--- config.mk ---
export PLATFORM = sky130hd
export DESIGN_NAME = rv_pipeline
export DESIGN_NICKNAME = d
export VERILOG_FILES = /design/src/rv_pipe_pkg.sv /design/src/rv_isa_pkg.sv /design/src/rv_pipeline.sv /design/src/rv_retire.sv /design/src/rv_execute.sv /design/src/rv_alu.sv /design/src/rv_regfile.sv /design/src/rv_decode.sv /design/src/rv_fetch.sv
export VERILOG_INCLUDE_DIRS = /design/src /design/src/src
export SDC_FILE = /design/constraint.sdc
export NUM_CORES = 2
export LEC_CHECK = 0
export BUFFER_PORTS_ARGS = -buffer_cell sky130_fd_sc_hd__buf_2
export CELL_PAD_IN_SITES_DETAIL_PLACEMENT = 0
export CELL_PAD_IN_SITES_GLOBAL_PLACEMENT = 1
export CORE_AREA = 3 3 484 486
export DETAILED_ROUTE_END_ITERATION = 10
export DIE_AREA = 0 0 487 489
export PLACE_DENSITY = 0.62
export SLEW_MARGIN = 0
export SYNTH_ARGS = -nofsm -noshare
export SYNTH_HDL_FRONTEND = slang
export SYNTH_SLANG_ARGS = --single-unit
--- constraint.sdc ---
create_clock -name clk -period 7.5 [get_ports clk]
set_input_delay 0 -clock clk [delete_from_list [all_inputs] [get_ports clk]]
set_output_delay 0 -clock clk [all_outputs]
set_load 0.01 [all_outputs]
--- src/rv_settings.svh ---
`ifndef RV_SETTINGS_SVH
`define RV_SETTINGS_SVH

// Data path width
`define RV_XLEN 32

// Architectural integer registers
`define RV_NUM_REGS 32

// Address of the first fetch
`define RV_RESET_PC 32'h0000_0000

// PC step per instruction
`define RV_INSN_BYTES 4

`endif
--- src/rv_pipe_pkg.sv ---
package rv_pipe_pkg;

  // What occupies a slot as it passes writeback
  typedef enum logic [2:0] {
    INVALID      = 3'd0,
    RESET        = 3'd1,
    NO_STALL     = 3'd2,
    TAKEN_BRANCH = 3'd4
  } cycle_status_e;

  // ALU operations, NONE marks a slot that writes no register
  typedef enum logic [3:0] {
    ADD,
    SUB,
    SLL,
    SLT,
    SLTU,
    XOR,
    SRL,
    SRA,
    OR,
    AND,
    PASS_B,
    NONE
  } alu_op_e;

endpackage

--- src/rv_isa_pkg.sv ---
`include "rv_settings.svh"

package rv_isa_pkg;

  typedef logic [`RV_XLEN-1:0] word_t;
  typedef logic [31:0] insn_t;
  typedef logic [4:0] reg_idx_t;
  typedef logic [2:0] funct3_t;

  // Base opcodes of RV32I
  typedef enum logic [6:0] {
    LOAD     = 7'b000_0011,
    MISC_MEM = 7'b000_1111,
    OP_IMM   = 7'b001_0011,
    AUIPC    = 7'b001_0111,
    STORE    = 7'b010_0011,
    OP       = 7'b011_0011,
    LUI      = 7'b011_0111,
    BRANCH   = 7'b110_0011,
    JALR     = 7'b110_0111,
    JAL      = 7'b110_1111,
    SYSTEM   = 7'b111_0011
  } opcode_e;

  // Branch conditions
  localparam funct3_t F3_BEQ  = 3'b000;
  localparam funct3_t F3_BNE  = 3'b001;
  localparam funct3_t F3_BLT  = 3'b100;
  localparam funct3_t F3_BGE  = 3'b101;
  localparam funct3_t F3_BLTU = 3'b110;
  localparam funct3_t F3_BGEU = 3'b111;

  // ALU group, shared by OP and OP_IMM
  localparam funct3_t F3_ADD  = 3'b000;
  localparam funct3_t F3_SLL  = 3'b001;
  localparam funct3_t F3_SLT  = 3'b010;
  localparam funct3_t F3_SLTU = 3'b011;
  localparam funct3_t F3_XOR  = 3'b100;
  localparam funct3_t F3_SR   = 3'b101;
  localparam funct3_t F3_OR   = 3'b110;
  localparam funct3_t F3_AND  = 3'b111;

  // funct7 selects SUB and SRA
  localparam logic [6:0] F7_BASE = 7'b000_0000;
  localparam logic [6:0] F7_ALT  = 7'b010_0000;

endpackage

--- src/rv_pipeline.sv ---
module rv_pipeline (
  input  logic                       clk,
  input  logic                       rst,
  input  rv_isa_pkg::insn_t          imem_insn_i,
  output rv_isa_pkg::word_t          imem_addr_o,
  output rv_isa_pkg::word_t          wb_pc_o,
  output rv_isa_pkg::insn_t          wb_insn_o,
  output rv_pipe_pkg::cycle_status_e wb_status_o,
  output logic                       wb_we_o,
  output rv_isa_pkg::reg_idx_t       wb_rd_o,
  output rv_isa_pkg::word_t          wb_data_o
);

  // Decode to execute
  rv_isa_pkg::word_t          d_pc;
  rv_isa_pkg::insn_t          d_insn;
  rv_isa_pkg::reg_idx_t       d_rs1;
  rv_isa_pkg::reg_idx_t       d_rs2;
  rv_isa_pkg::reg_idx_t       d_rd;
  rv_isa_pkg::word_t          d_rs1_val;
  rv_isa_pkg::word_t          d_rs2_val;
  rv_isa_pkg::word_t          d_imm;
  rv_pipe_pkg::alu_op_e       d_op;
  logic                       d_use_imm;
  logic                       d_is_branch;
  rv_isa_pkg::funct3_t        d_funct3;
  rv_pipe_pkg::cycle_status_e d_status;

  // Register file read data
  rv_isa_pkg::word_t rf_rd1;
  rv_isa_pkg::word_t rf_rd2;

  // Execute to fetch and retire
  logic                       e_redirect;
  rv_isa_pkg::word_t          e_target;
  rv_isa_pkg::word_t          e_pc;
  rv_isa_pkg::insn_t          e_insn;
  rv_isa_pkg::reg_idx_t       e_rd;
  logic                       e_we;
  rv_isa_pkg::word_t          e_result;
  rv_pipe_pkg::cycle_status_e e_status;

  // Memory stage bypass
  rv_isa_pkg::reg_idx_t m_rd;
  logic                 m_we;
  rv_isa_pkg::word_t    m_data;

  rv_fetch u_fetch (
    .clk        (clk),
    .rst        (rst),
    .redirect_i (e_redirect),
    .target_i   (e_target),
    .pc_o       (imem_addr_o)
  );

  rv_decode u_decode (
    .clk         (clk),
    .rst         (rst),
    .squash_i    (e_redirect),
    .pc_i        (imem_addr_o),
    .insn_i      (imem_insn_i),
    .rs1_data_i  (rf_rd1),
    .rs2_data_i  (rf_rd2),
    .pc_o        (d_pc),
    .insn_o      (d_insn),
    .rs1_o       (d_rs1),
    .rs2_o       (d_rs2),
    .rd_o        (d_rd),
    .rs1_val_o   (d_rs1_val),
    .rs2_val_o   (d_rs2_val),
    .imm_o       (d_imm),
    .op_o        (d_op),
    .use_imm_o   (d_use_imm),
    .is_branch_o (d_is_branch),
    .funct3_o    (d_funct3),
    .status_o    (d_status)
  );

  rv_regfile u_regfile (
    .clk        (clk),
    .rst        (rst),
    .we_i       (wb_we_o),
    .wr_idx_i   (wb_rd_o),
    .wr_data_i  (wb_data_o),
    .rd1_idx_i  (d_rs1),
    .rd2_idx_i  (d_rs2),
    .rd1_data_o (rf_rd1),
    .rd2_data_o (rf_rd2)
  );

  rv_execute u_execute (
    .clk         (clk),
    .rst         (rst),
    .pc_i        (d_pc),
    .insn_i      (d_insn),
    .rs1_i       (d_rs1),
    .rs2_i       (d_rs2),
    .rd_i        (d_rd),
    .rs1_val_i   (d_rs1_val),
    .rs2_val_i   (d_rs2_val),
    .imm_i       (d_imm),
    .op_i        (d_op),
    .use_imm_i   (d_use_imm),
    .is_branch_i (d_is_branch),
    .funct3_i    (d_funct3),
    .status_i    (d_status),
    .mem_rd_i    (m_rd),
    .mem_we_i    (m_we),
    .mem_data_i  (m_data),
    .wb_rd_i     (wb_rd_o),
    .wb_we_i     (wb_we_o),
    .wb_data_i   (wb_data_o),
    .redirect_o  (e_redirect),
    .target_o    (e_target),
    .pc_o        (e_pc),
    .insn_o      (e_insn),
    .rd_o        (e_rd),
    .we_o        (e_we),
    .result_o    (e_result),
    .status_o    (e_status)
  );

  rv_retire u_retire (
    .clk         (clk),
    .rst         (rst),
    .ex_pc_i     (e_pc),
    .ex_insn_i   (e_insn),
    .ex_rd_i     (e_rd),
    .ex_we_i     (e_we),
    .ex_result_i (e_result),
    .ex_status_i (e_status),
    .mem_rd_o    (m_rd),
    .mem_we_o    (m_we),
    .mem_data_o  (m_data),
    .wb_pc_o     (wb_pc_o),
    .wb_insn_o   (wb_insn_o),
    .wb_status_o (wb_status_o),
    .wb_rd_o     (wb_rd_o),
    .wb_we_o     (wb_we_o),
    .wb_data_o   (wb_data_o)
  );

endmodule

--- src/rv_retire.sv ---
module rv_retire (
  input  logic                       clk,
  input  logic                       rst,
  input  rv_isa_pkg::word_t          ex_pc_i,
  input  rv_isa_pkg::insn_t          ex_insn_i,
  input  rv_isa_pkg::reg_idx_t       ex_rd_i,
  input  logic                       ex_we_i,
  input  rv_isa_pkg::word_t          ex_result_i,
  input  rv_pipe_pkg::cycle_status_e ex_status_i,
  output rv_isa_pkg::reg_idx_t       mem_rd_o,
  output logic                       mem_we_o,
  output rv_isa_pkg::word_t          mem_data_o,
  output rv_isa_pkg::word_t          wb_pc_o,
  output rv_isa_pkg::insn_t          wb_insn_o,
  output rv_pipe_pkg::cycle_status_e wb_status_o,
  output rv_isa_pkg::reg_idx_t       wb_rd_o,
  output logic                       wb_we_o,
  output rv_isa_pkg::word_t          wb_data_o
);

  rv_isa_pkg::word_t          mem_pc;
  rv_isa_pkg::insn_t          mem_insn;
  rv_pipe_pkg::cycle_status_e mem_status;

  // Memory stage, then writeback
  always_ff @(posedge clk) begin
    if (rst) begin
      mem_pc      <= '0;
      mem_insn    <= '0;
      mem_we_o    <= 1'b0;
      mem_status  <= rv_pipe_pkg::RESET;
      wb_pc_o     <= '0;
      wb_insn_o   <= '0;
      wb_we_o     <= 1'b0;
      wb_status_o <= rv_pipe_pkg::RESET;
    end else begin
      mem_pc      <= ex_pc_i;
      mem_insn    <= ex_insn_i;
      mem_we_o    <= ex_we_i;
      mem_status  <= ex_status_i;
      wb_pc_o     <= mem_pc;
      wb_insn_o   <= mem_insn;
      wb_we_o     <= mem_we_o;
      wb_status_o <= mem_status;
    end
  end

  always_ff @(posedge clk) begin
    mem_rd_o   <= ex_rd_i;
    mem_data_o <= ex_result_i;
    wb_rd_o    <= mem_rd_o;
    wb_data_o  <= mem_data_o;
  end

  // Every stage tags its slot, so INVALID never reaches writeback
  a_status_valid: assert property (
    @(posedge clk) disable iff (rst) wb_status_o != rv_pipe_pkg::INVALID
  );

endmodule

--- src/rv_execute.sv ---
module rv_execute (
  input  logic                       clk,
  input  logic                       rst,
  input  rv_isa_pkg::word_t          pc_i,
  input  rv_isa_pkg::insn_t          insn_i,
  input  rv_isa_pkg::reg_idx_t       rs1_i,
  input  rv_isa_pkg::reg_idx_t       rs2_i,
  input  rv_isa_pkg::reg_idx_t       rd_i,
  input  rv_isa_pkg::word_t          rs1_val_i,
  input  rv_isa_pkg::word_t          rs2_val_i,
  input  rv_isa_pkg::word_t          imm_i,
  input  rv_pipe_pkg::alu_op_e       op_i,
  input  logic                       use_imm_i,
  input  logic                       is_branch_i,
  input  rv_isa_pkg::funct3_t        funct3_i,
  input  rv_pipe_pkg::cycle_status_e status_i,
  input  rv_isa_pkg::reg_idx_t       mem_rd_i,
  input  logic                       mem_we_i,
  input  rv_isa_pkg::word_t          mem_data_i,
  input  rv_isa_pkg::reg_idx_t       wb_rd_i,
  input  logic                       wb_we_i,
  input  rv_isa_pkg::word_t          wb_data_i,
  output logic                       redirect_o,
  output rv_isa_pkg::word_t          target_o,
  output rv_isa_pkg::word_t          pc_o,
  output rv_isa_pkg::insn_t          insn_o,
  output rv_isa_pkg::reg_idx_t       rd_o,
  output logic                       we_o,
  output rv_isa_pkg::word_t          result_o,
  output rv_pipe_pkg::cycle_status_e status_o
);

  rv_isa_pkg::word_t          pc_q;
  rv_isa_pkg::insn_t          insn_q;
  rv_pipe_pkg::alu_op_e       op_q;
  logic                       is_branch_q;
  rv_pipe_pkg::cycle_status_e status_q;
  rv_isa_pkg::reg_idx_t       rs1_q;
  rv_isa_pkg::reg_idx_t       rs2_q;
  rv_isa_pkg::reg_idx_t       rd_q;
  rv_isa_pkg::word_t          rs1_val_q;
  rv_isa_pkg::word_t          rs2_val_q;
  rv_isa_pkg::word_t          imm_q;
  logic                       use_imm_q;
  rv_isa_pkg::funct3_t        funct3_q;
  rv_isa_pkg::word_t          op_a;
  rv_isa_pkg::word_t          rs2_fwd;
  logic                       taken;

  // Memory stage is younger, so it wins over writeback
  function automatic rv_isa_pkg::word_t bypass(rv_isa_pkg::reg_idx_t idx,
                                               rv_isa_pkg::word_t rf_val);
    if (mem_we_i && mem_rd_i == idx && idx != '0) begin
      return mem_data_i;
    end else if (wb_we_i && wb_rd_i == idx && idx != '0) begin
      return wb_data_i;
    end
    return rf_val;
  endfunction

  // A taken branch here turns the slot behind it into a bubble
  always_ff @(posedge clk) begin
    if (rst || redirect_o) begin
      pc_q        <= '0;
      insn_q      <= '0;
      op_q        <= rv_pipe_pkg::NONE;
      is_branch_q <= 1'b0;
      status_q    <= rst ? rv_pipe_pkg::RESET : rv_pipe_pkg::TAKEN_BRANCH;
    end else begin
      pc_q        <= pc_i;
      insn_q      <= insn_i;
      op_q        <= op_i;
      is_branch_q <= is_branch_i;
      status_q    <= status_i;
    end
  end

  always_ff @(posedge clk) begin
    rs1_q     <= rs1_i;
    rs2_q     <= rs2_i;
    rd_q      <= rd_i;
    rs1_val_q <= rs1_val_i;
    rs2_val_q <= rs2_val_i;
    imm_q     <= imm_i;
    use_imm_q <= use_imm_i;
    funct3_q  <= funct3_i;
  end

  always_comb begin
    op_a    = bypass(rs1_q, rs1_val_q);
    rs2_fwd = bypass(rs2_q, rs2_val_q);
  end

  rv_alu u_alu (
    .op_i     (op_q),
    .a_i      (op_a),
    .b_i      (use_imm_q ? imm_q : rs2_fwd),
    .funct3_i (funct3_q),
    .result_o (result_o),
    .taken_o  (taken)
  );

  assign redirect_o = is_branch_q && taken;
  assign target_o   = pc_q + imm_q;

  assign pc_o     = pc_q;
  assign insn_o   = insn_q;
  assign rd_o     = rd_q;
  assign status_o = status_q;
  // Writes to x0 are dropped here so nothing downstream sees them
  assign we_o = op_q != rv_pipe_pkg::NONE && !is_branch_q && rd_q != '0;

endmodule

--- src/rv_alu.sv ---
module rv_alu (
  input  rv_pipe_pkg::alu_op_e op_i,
  input  rv_isa_pkg::word_t    a_i,
  input  rv_isa_pkg::word_t    b_i,
  input  rv_isa_pkg::funct3_t  funct3_i,
  output rv_isa_pkg::word_t    result_o,
  output logic                 taken_o
);

  logic              sub;
  rv_isa_pkg::word_t b_add;
  rv_isa_pkg::word_t sum;
  logic              lt_s;
  logic              lt_u;

  // Subtract is a plus the inverted b with a carry-in of one
  assign sub   = op_i == rv_pipe_pkg::SUB;
  assign b_add = sub ? ~b_i : b_i;
  assign sum   = a_i + b_add + rv_isa_pkg::word_t'(sub);

  assign lt_s = $signed(a_i) < $signed(b_i);
  assign lt_u = a_i < b_i;

  always_comb begin
    case (op_i)
      rv_pipe_pkg::ADD,
      rv_pipe_pkg::SUB:    result_o = sum;
      rv_pipe_pkg::SLL:    result_o = a_i << b_i[4:0];
      rv_pipe_pkg::SLT:    result_o = rv_isa_pkg::word_t'(lt_s);
      rv_pipe_pkg::SLTU:   result_o = rv_isa_pkg::word_t'(lt_u);
      rv_pipe_pkg::XOR:    result_o = a_i ^ b_i;
      rv_pipe_pkg::SRL:    result_o = a_i >> b_i[4:0];
      rv_pipe_pkg::SRA:    result_o = $signed(a_i) >>> b_i[4:0];
      rv_pipe_pkg::OR:     result_o = a_i | b_i;
      rv_pipe_pkg::AND:    result_o = a_i & b_i;
      rv_pipe_pkg::PASS_B: result_o = b_i;
      default:             result_o = '0;
    endcase
  end

  always_comb begin
    case (funct3_i)
      rv_isa_pkg::F3_BEQ:  taken_o = a_i == b_i;
      rv_isa_pkg::F3_BNE:  taken_o = a_i != b_i;
      rv_isa_pkg::F3_BLT:  taken_o = lt_s;
      rv_isa_pkg::F3_BGE:  taken_o = !lt_s;
      rv_isa_pkg::F3_BLTU: taken_o = lt_u;
      rv_isa_pkg::F3_BGEU: taken_o = !lt_u;
      default:             taken_o = 1'b0;
    endcase
  end

endmodule

--- src/rv_regfile.sv ---
`include "rv_settings.svh"

module rv_regfile (
  input  logic                 clk,
  input  logic                 rst,
  input  logic                 we_i,
  input  rv_isa_pkg::reg_idx_t wr_idx_i,
  input  rv_isa_pkg::word_t    wr_data_i,
  input  rv_isa_pkg::reg_idx_t rd1_idx_i,
  input  rv_isa_pkg::reg_idx_t rd2_idx_i,
  output rv_isa_pkg::word_t    rd1_data_o,
  output rv_isa_pkg::word_t    rd2_data_o
);

  rv_isa_pkg::word_t regs [`RV_NUM_REGS];

  // x0 first, then a write landing this cycle, then the stored value
  function automatic rv_isa_pkg::word_t read_port(rv_isa_pkg::reg_idx_t idx);
    if (idx == '0) begin
      return '0;
    end else if (we_i && idx == wr_idx_i) begin
      return wr_data_i;
    end
    return regs[idx];
  endfunction

  always_comb begin
    rd1_data_o = read_port(rd1_idx_i);
    rd2_data_o = read_port(rd2_idx_i);
  end

  always_ff @(posedge clk) begin
    if (rst) begin
      for (int i = 0; i < `RV_NUM_REGS; i++) begin
        regs[i] <= '0;
      end
    end else if (we_i) begin
      regs[wr_idx_i] <= wr_data_i;
    end
  end

  // Execute never enables a write to x0
  a_no_x0_write: assert property (
    @(posedge clk) disable iff (rst) we_i |-> wr_idx_i != '0
  );

endmodule

--- src/rv_decode.sv ---
module rv_decode (
  input  logic                       clk,
  input  logic                       rst,
  input  logic                       squash_i,
  input  rv_isa_pkg::word_t          pc_i,
  input  rv_isa_pkg::insn_t          insn_i,
  input  rv_isa_pkg::word_t          rs1_data_i,
  input  rv_isa_pkg::word_t          rs2_data_i,
  output rv_isa_pkg::word_t          pc_o,
  output rv_isa_pkg::insn_t          insn_o,
  output rv_isa_pkg::reg_idx_t       rs1_o,
  output rv_isa_pkg::reg_idx_t       rs2_o,
  output rv_isa_pkg::reg_idx_t       rd_o,
  output rv_isa_pkg::word_t          rs1_val_o,
  output rv_isa_pkg::word_t          rs2_val_o,
  output rv_isa_pkg::word_t          imm_o,
  output rv_pipe_pkg::alu_op_e       op_o,
  output logic                       use_imm_o,
  output logic                       is_branch_o,
  output rv_isa_pkg::funct3_t        funct3_o,
  output rv_pipe_pkg::cycle_status_e status_o
);

  rv_isa_pkg::opcode_e opcode;
  logic [6:0]          funct7;
  rv_isa_pkg::word_t   imm_i_type;
  rv_isa_pkg::word_t   imm_u_type;
  rv_isa_pkg::word_t   imm_b_type;

  // Op shared by OP and OP_IMM when funct7 is the base encoding
  function automatic rv_pipe_pkg::alu_op_e base_op(rv_isa_pkg::funct3_t f3);
    case (f3)
      rv_isa_pkg::F3_ADD:  return rv_pipe_pkg::ADD;
      rv_isa_pkg::F3_SLL:  return rv_pipe_pkg::SLL;
      rv_isa_pkg::F3_SLT:  return rv_pipe_pkg::SLT;
      rv_isa_pkg::F3_SLTU: return rv_pipe_pkg::SLTU;
      rv_isa_pkg::F3_XOR:  return rv_pipe_pkg::XOR;
      rv_isa_pkg::F3_SR:   return rv_pipe_pkg::SRL;
      rv_isa_pkg::F3_OR:   return rv_pipe_pkg::OR;
      default:             return rv_pipe_pkg::AND;
    endcase
  endfunction

  always_ff @(posedge clk) begin
    if (rst) begin
      pc_o     <= '0;
      insn_o   <= '0;
      status_o <= rv_pipe_pkg::RESET;
    end else if (squash_i) begin
      pc_o     <= '0;
      insn_o   <= '0;
      status_o <= rv_pipe_pkg::TAKEN_BRANCH;
    end else begin
      pc_o     <= pc_i;
      insn_o   <= insn_i;
      status_o <= rv_pipe_pkg::NO_STALL;
    end
  end

  assign opcode   = rv_isa_pkg::opcode_e'(insn_o[6:0]);
  assign funct3_o = insn_o[14:12];
  assign funct7   = insn_o[31:25];
  assign rd_o     = insn_o[11:7];
  assign rs1_o    = insn_o[19:15];
  assign rs2_o    = insn_o[24:20];

  // Register file reads come back in the same cycle
  assign rs1_val_o = rs1_data_i;
  assign rs2_val_o = rs2_data_i;

  // Sign-extended immediates
  assign imm_i_type = rv_isa_pkg::word_t'($signed(insn_o[31:20]));
  assign imm_u_type = rv_isa_pkg::word_t'($signed({insn_o[31:12], 12'b0}));
  assign imm_b_type = rv_isa_pkg::word_t'($signed({insn_o[31], insn_o[7], insn_o[30:25],
                                                    insn_o[11:8], 1'b0}));

  always_comb begin
    op_o        = rv_pipe_pkg::NONE;
    use_imm_o   = 1'b0;
    is_branch_o = 1'b0;
    imm_o       = imm_i_type;
    case (opcode)
      rv_isa_pkg::LUI: begin
        op_o      = rv_pipe_pkg::PASS_B;
        use_imm_o = 1'b1;
        imm_o     = imm_u_type;
      end
      rv_isa_pkg::OP_IMM: begin
        use_imm_o = 1'b1;
        op_o      = base_op(funct3_o);
        // Only the shifts check funct7, SRAI uses the alternate encoding
        if (funct3_o == rv_isa_pkg::F3_SR && funct7 == rv_isa_pkg::F7_ALT) begin
          op_o = rv_pipe_pkg::SRA;
        end else if ((funct3_o == rv_isa_pkg::F3_SLL || funct3_o == rv_isa_pkg::F3_SR) &&
                     funct7 != rv_isa_pkg::F7_BASE) begin
          op_o = rv_pipe_pkg::NONE;
        end
      end
      rv_isa_pkg::OP: begin
        if (funct7 == rv_isa_pkg::F7_BASE) begin
          op_o = base_op(funct3_o);
        end else if (funct7 == rv_isa_pkg::F7_ALT && funct3_o == rv_isa_pkg::F3_ADD) begin
          op_o = rv_pipe_pkg::SUB;
        end else if (funct7 == rv_isa_pkg::F7_ALT && funct3_o == rv_isa_pkg::F3_SR) begin
          op_o = rv_pipe_pkg::SRA;
        end
      end
      rv_isa_pkg::BRANCH: begin
        imm_o = imm_b_type;
        // funct3 010 and 011 are not branches
        is_branch_o = funct3_o != 3'b010 && funct3_o != 3'b011;
      end
      default: begin
      end
    endcase
  end

endmodule

--- src/rv_fetch.sv ---
`include "rv_settings.svh"

module rv_fetch (
  input  logic              clk,
  input  logic              rst,
  input  logic              redirect_i,
  input  rv_isa_pkg::word_t target_i,
  output rv_isa_pkg::word_t pc_o
);

  always_ff @(posedge clk) begin
    if (rst) begin
      pc_o <= `RV_RESET_PC;
    end else if (redirect_i) begin
      pc_o <= target_i;
    end else begin
      pc_o <= pc_o + `RV_INSN_BYTES;
    end
  end

  // Branch targets from execute must keep the pc word-aligned
  a_pc_aligned: assert property (
    @(posedge clk) disable iff (rst) pc_o[1:0] == 2'b00
  );

endmodule

==> results_dict.tcl <==
set metrics [dict create \
    cp.required_ps 8270 \
    cts-hold-fix-buffers 64 \
    vias_per_cell 5.84 \
    reg2regPathDepth 19 \
    irDropWorstVdd_mv 0.213 \
    cpLargestDelayFamily "compound AO/OA/AOI/OAI gates" \
    syn_to_final_growth_pct 13.7 \
    hold_slack_ps 44.4 \
    async_reset_ff_frac 0 \
    drt_first_pass_iters 6 \
    power_switching_w 0.00600 \
    syn_area_sq_um 80600 \
    die_h_um 489 \
    hp-class "in -> reg" \
    grt_pass1_vias 55500 \
    finClkSkew_ps 63.0 \
    min_from "imem_insn_i[9]" \
    cts_setup_buffers 0 \
    clk_root_buffer_cell "clkbuf_16" \
    clock_sinks 1520 \
    grt_max_degree 136 \
    drc 0 \
    report.final.slew_viol_count 0 \
    max-slew-margin-rel 0.136 \
    track_usage 0.259 \
    path_cells "xnor2_1, nand4_1, nor2_4, buf_4, mux2i_1, a211oi_1, a21oi_1, ha_1, a21o_1, a21oi_1, nor2_1, o21ai_0, o211ai_1, a2111oi_0, nor3_1, a211oi_4, buf_12, and3_1, dlygate4sd3_1" \
    dpl.hpwl_um 200000 \
    synth_warnings 0 \
    cts_buffers 173 \
    io_buffer_count 170 \
    start_kind "flop" \
    clk_path_buf_depth 3 \
    syn_area_per_cell_sq_um 12.7 \
    core_sq_um 230000 \
    synth_edf_count 1024 \
    critical-path-slowest-cell "a2111oi_0" \
    intPower_w 0.0152 \
    ys_seq_elements 1520 \
    fp.dieW_um 487 \
    cp.depth 19 \
    end_kind "flop" \
    status "complete, no violations" \
    worst_pin_slew_ps 1290 \
    cap_violations 0 \
    clkPwrFrac 0.401 \
    ioPinCount 171 \
    clk_pin_slew_ps 60 \
    rr_startpoint "u_retire.wb_rd_o[4]$_DFF_P_" \
    synthesis.nets 6536 \
    synth.distinct_cells 93 \
    antenna_found_initial 14 \
    syn_inst 6341 \
    clock_latency_ps 850 \
    setup_violations 0 \
    post-route-period-util 0.891 \
    via_count 55800 \
    max_freq_mhz 150 \
    critPathMaxFanout 106 \
    r2r_end "u_decode.insn_o[21]$_SDFF_PP0_" \
    whs_endpoint "u_decode.insn_o[9]$_SDFF_PP0_" \
    drive_gt1_frac 0.231 \
    p_leak_nw 33.8 \
    seqPwrFrac 0.445 \
    cts_resized 0 \
    routed_wl_um 314000 \
    drtIter0Drc 6379 \
    p_sw_frac 0.283 \
    post_drt_wl_per_cell_um 32.8 \
    grt_pass1_wl_um 439000 \
    cts_tree "done" \
    crit_path_max_incr_delay_ps 710 \
    instances_no_fill 9559 \
    rrSetupSlack_ps 820 \
    num_rows 176 \
    crit_buf_inv 3 \
    layout_min_cycle_time_ps 6680 \
    nFillCells 21500 \
    nets 6576 \
    hold_viol_final 0 \
    postRouteAntennaNets 0 \
    dieArea_sq_um 238000 \
    path_common_cell "a21oi_1" \
    p_per_area_nw_per_um2 232 \
    cp_data_arrival_time_ps 7460 \
    final.setup.tns_ps 0 \
    synth_flop_cell "edfxtp_1" \
    hold-path-cell-count 3 \
    grt_overflow 0 \
    h-tree-depth 4 \
    rsz0062_at_grt "false" \
    start_util 0.350 \
    pwr-share-comb 0.154 \
    seq_area_frac_synth 0.505 \
    dp_cells 9168 \
    critical_path_class "reg -> reg" \
    place.gp.congestion 0.975 \
]
## layout by cell type (no fill, tap or decap), types with 87 or more instances in the layout
cell type,Yosys,routed
a21oi_1,162,162
and2_1,974,974
and3_1,142,142
buf_2,31,169
buf_4,8,212
clkbuf_16,0,177
dfxtp_1,496,485
edfxtp_1,1024,1024
ha_1,159,159
mux2_2,137,137
mux2i_1,188,188
mux4_2,583,583
nand2_1,240,239
nor2_1,229,191
nor2b_1,205,203
nor3_1,121,120
o21ai_0,135,102
o22ai_1,87,87
xnor2_1,110,110
## power groups by stage
stage	registers [W]	clock network (W)	logic, W
after global routing	0.00947	0.00898	0.00342
after CTS	0.00944	0.00865	0.00322
final	0.00945	0.00850	0.00327
after global placement	0.00961	0	0.00320
after detailed placement	0.00962	0	0.00319
after floorplan	0.00950	0	0.00200
## worst max path at each step
stage,start,to,slack (ps)
after CTS,u_retire.wb_rd_o[4]$_DFF_P_,u_decode.insn_o[24]$_SDFF_PP0_,930
final,u_retire.wb_rd_o[4]$_DFF_P_,u_decode.insn_o[21]$_SDFF_PP0_,820
after detailed placement,u_retire.wb_rd_o[4]$_DFF_P_,u_fetch.pc_o[20]$_SDFF_PP0_,1100
after floorplan,u_retire.wb_rd_o[0]$_DFF_P_,u_execute.status_o[2]$_DFF_P_,1890
after global placement,u_retire.wb_rd_o[4]$_DFF_P_,u_fetch.pc_o[16]$_SDFF_PP0_,1130
after global routing,u_retire.wb_rd_o[1]$_DFF_P_,u_decode.insn_o[21]$_SDFF_PP0_,470
## synth_stat cells, types with 18 or more instances
master    number  area share
a211oi_1      85      0.0079
a21o_1        62      0.0058
a21oi_1      162       0.010
a31oi_1       18      0.0014
and2_1       974       0.076
and3_1       142       0.011
buf_1         91      0.0042
buf_2         31      0.0019
clkbuf_1     461       0.021
dfxtp_1      496        0.12
edfxtp_1    1024        0.38
ha_1         159       0.025
inv_1         81      0.0038
mux2_2       137       0.019
mux2i_1      188       0.023
mux4_2       583        0.16
nand2_1      240       0.011
nand3_1       48      0.0030
nand4_1       25      0.0019
nor2_1       229       0.011
nor2b_1      205       0.016
nor3_1       121      0.0075
o211ai_1      31      0.0029
o21ai_0      135      0.0084
o21ai_1       27      0.0017
o221ai_1      30      0.0033
o22ai_1       87      0.0068
o31ai_1       59      0.0055
or2_2         18      0.0014
xnor2_1      110       0.012
xor2_1        32      0.0035
## kinds of logic (layout without fill, tap and decap cells)
logic type / Yosys count / after routing / share of synthesized area
and+or+nand+nor: 2082 / 2082 / 0.146
other: 0 / 10 / 0
DFF: 1520 / 1520 / 0.505
adders and majority gates: 161 / 161 / 0.0252
AOI/OAI and AO/OA: 845 / 845 / 0.0702
buffers and inverters: 682 / 864 / 0.0330
muxes: 909 / 909 / 0.206
xor gates and xnor gates: 142 / 142 / 0.0154
## through the flow
| stage | worst slack (ps) | total power [W] | utilization | cell area, sq um |
|---|---|---|---|---|
| after floorplan | 1890 | 0.0115 | - | 80600 |
| after global placement | 1130 | 0.0128 | 0.371 | 85300 |
| after detailed placement | 1100 | 0.0128 | 0.371 | 85300 |
| after CTS | 930 | 0.0213 | 0.398 | 91600 |
| after global routing | 466 | 0.0219 | 0.398 | 91600 |
| final | 818 | 0.0212 | 0.398 | 91600 |
## metal layers
layer	part of all wire	GRT usage
met1	0.42	0.345
met5	0.00013	0
met4	0.044	0.104
met2	0.46	0.414
met3	0.079	0.0531
## tightest hold or removal path, cell delays in order
cell and delay, ps:
dlygate4sd3_1 550, buf_2 130, and3_1 150
## layout make-up
type                       instances  area (sq um)  share of cell area
timing repair buffer             460          3370              0.0368
tap                             3026          3790              0.0413
antenna                           10          25.0            0.000273
clock inverter                    92           878             0.00959
multi-input combinational       4139         37800               0.412
sequential                      1520         40700               0.444
clock buffer                     225          4750              0.0518
inverter                          87           337             0.00367
## registers in the layout (all words and copies together), names as in the netlist, 32 cells and up
name / count
u_retire.mem_insn: 32
u_execute.insn_o: 32
u_retire.wb_data_o: 32
u_execute.pc_o: 32
u_execute.imm_q: 32
u_execute.rs2_val_q: 32
u_decode.pc_o: 32
u_retire.mem_pc: 32
u_fetch.pc_o: 32
u_retire.mem_data_o: 32
u_regfile.regs: 1024
u_retire.wb_insn_o: 32
u_execute.rs1_val_q: 32
u_decode.insn_o: 32
u_retire.wb_pc_o: 32
Note: power is estimated with default switching activity, not from simulation.
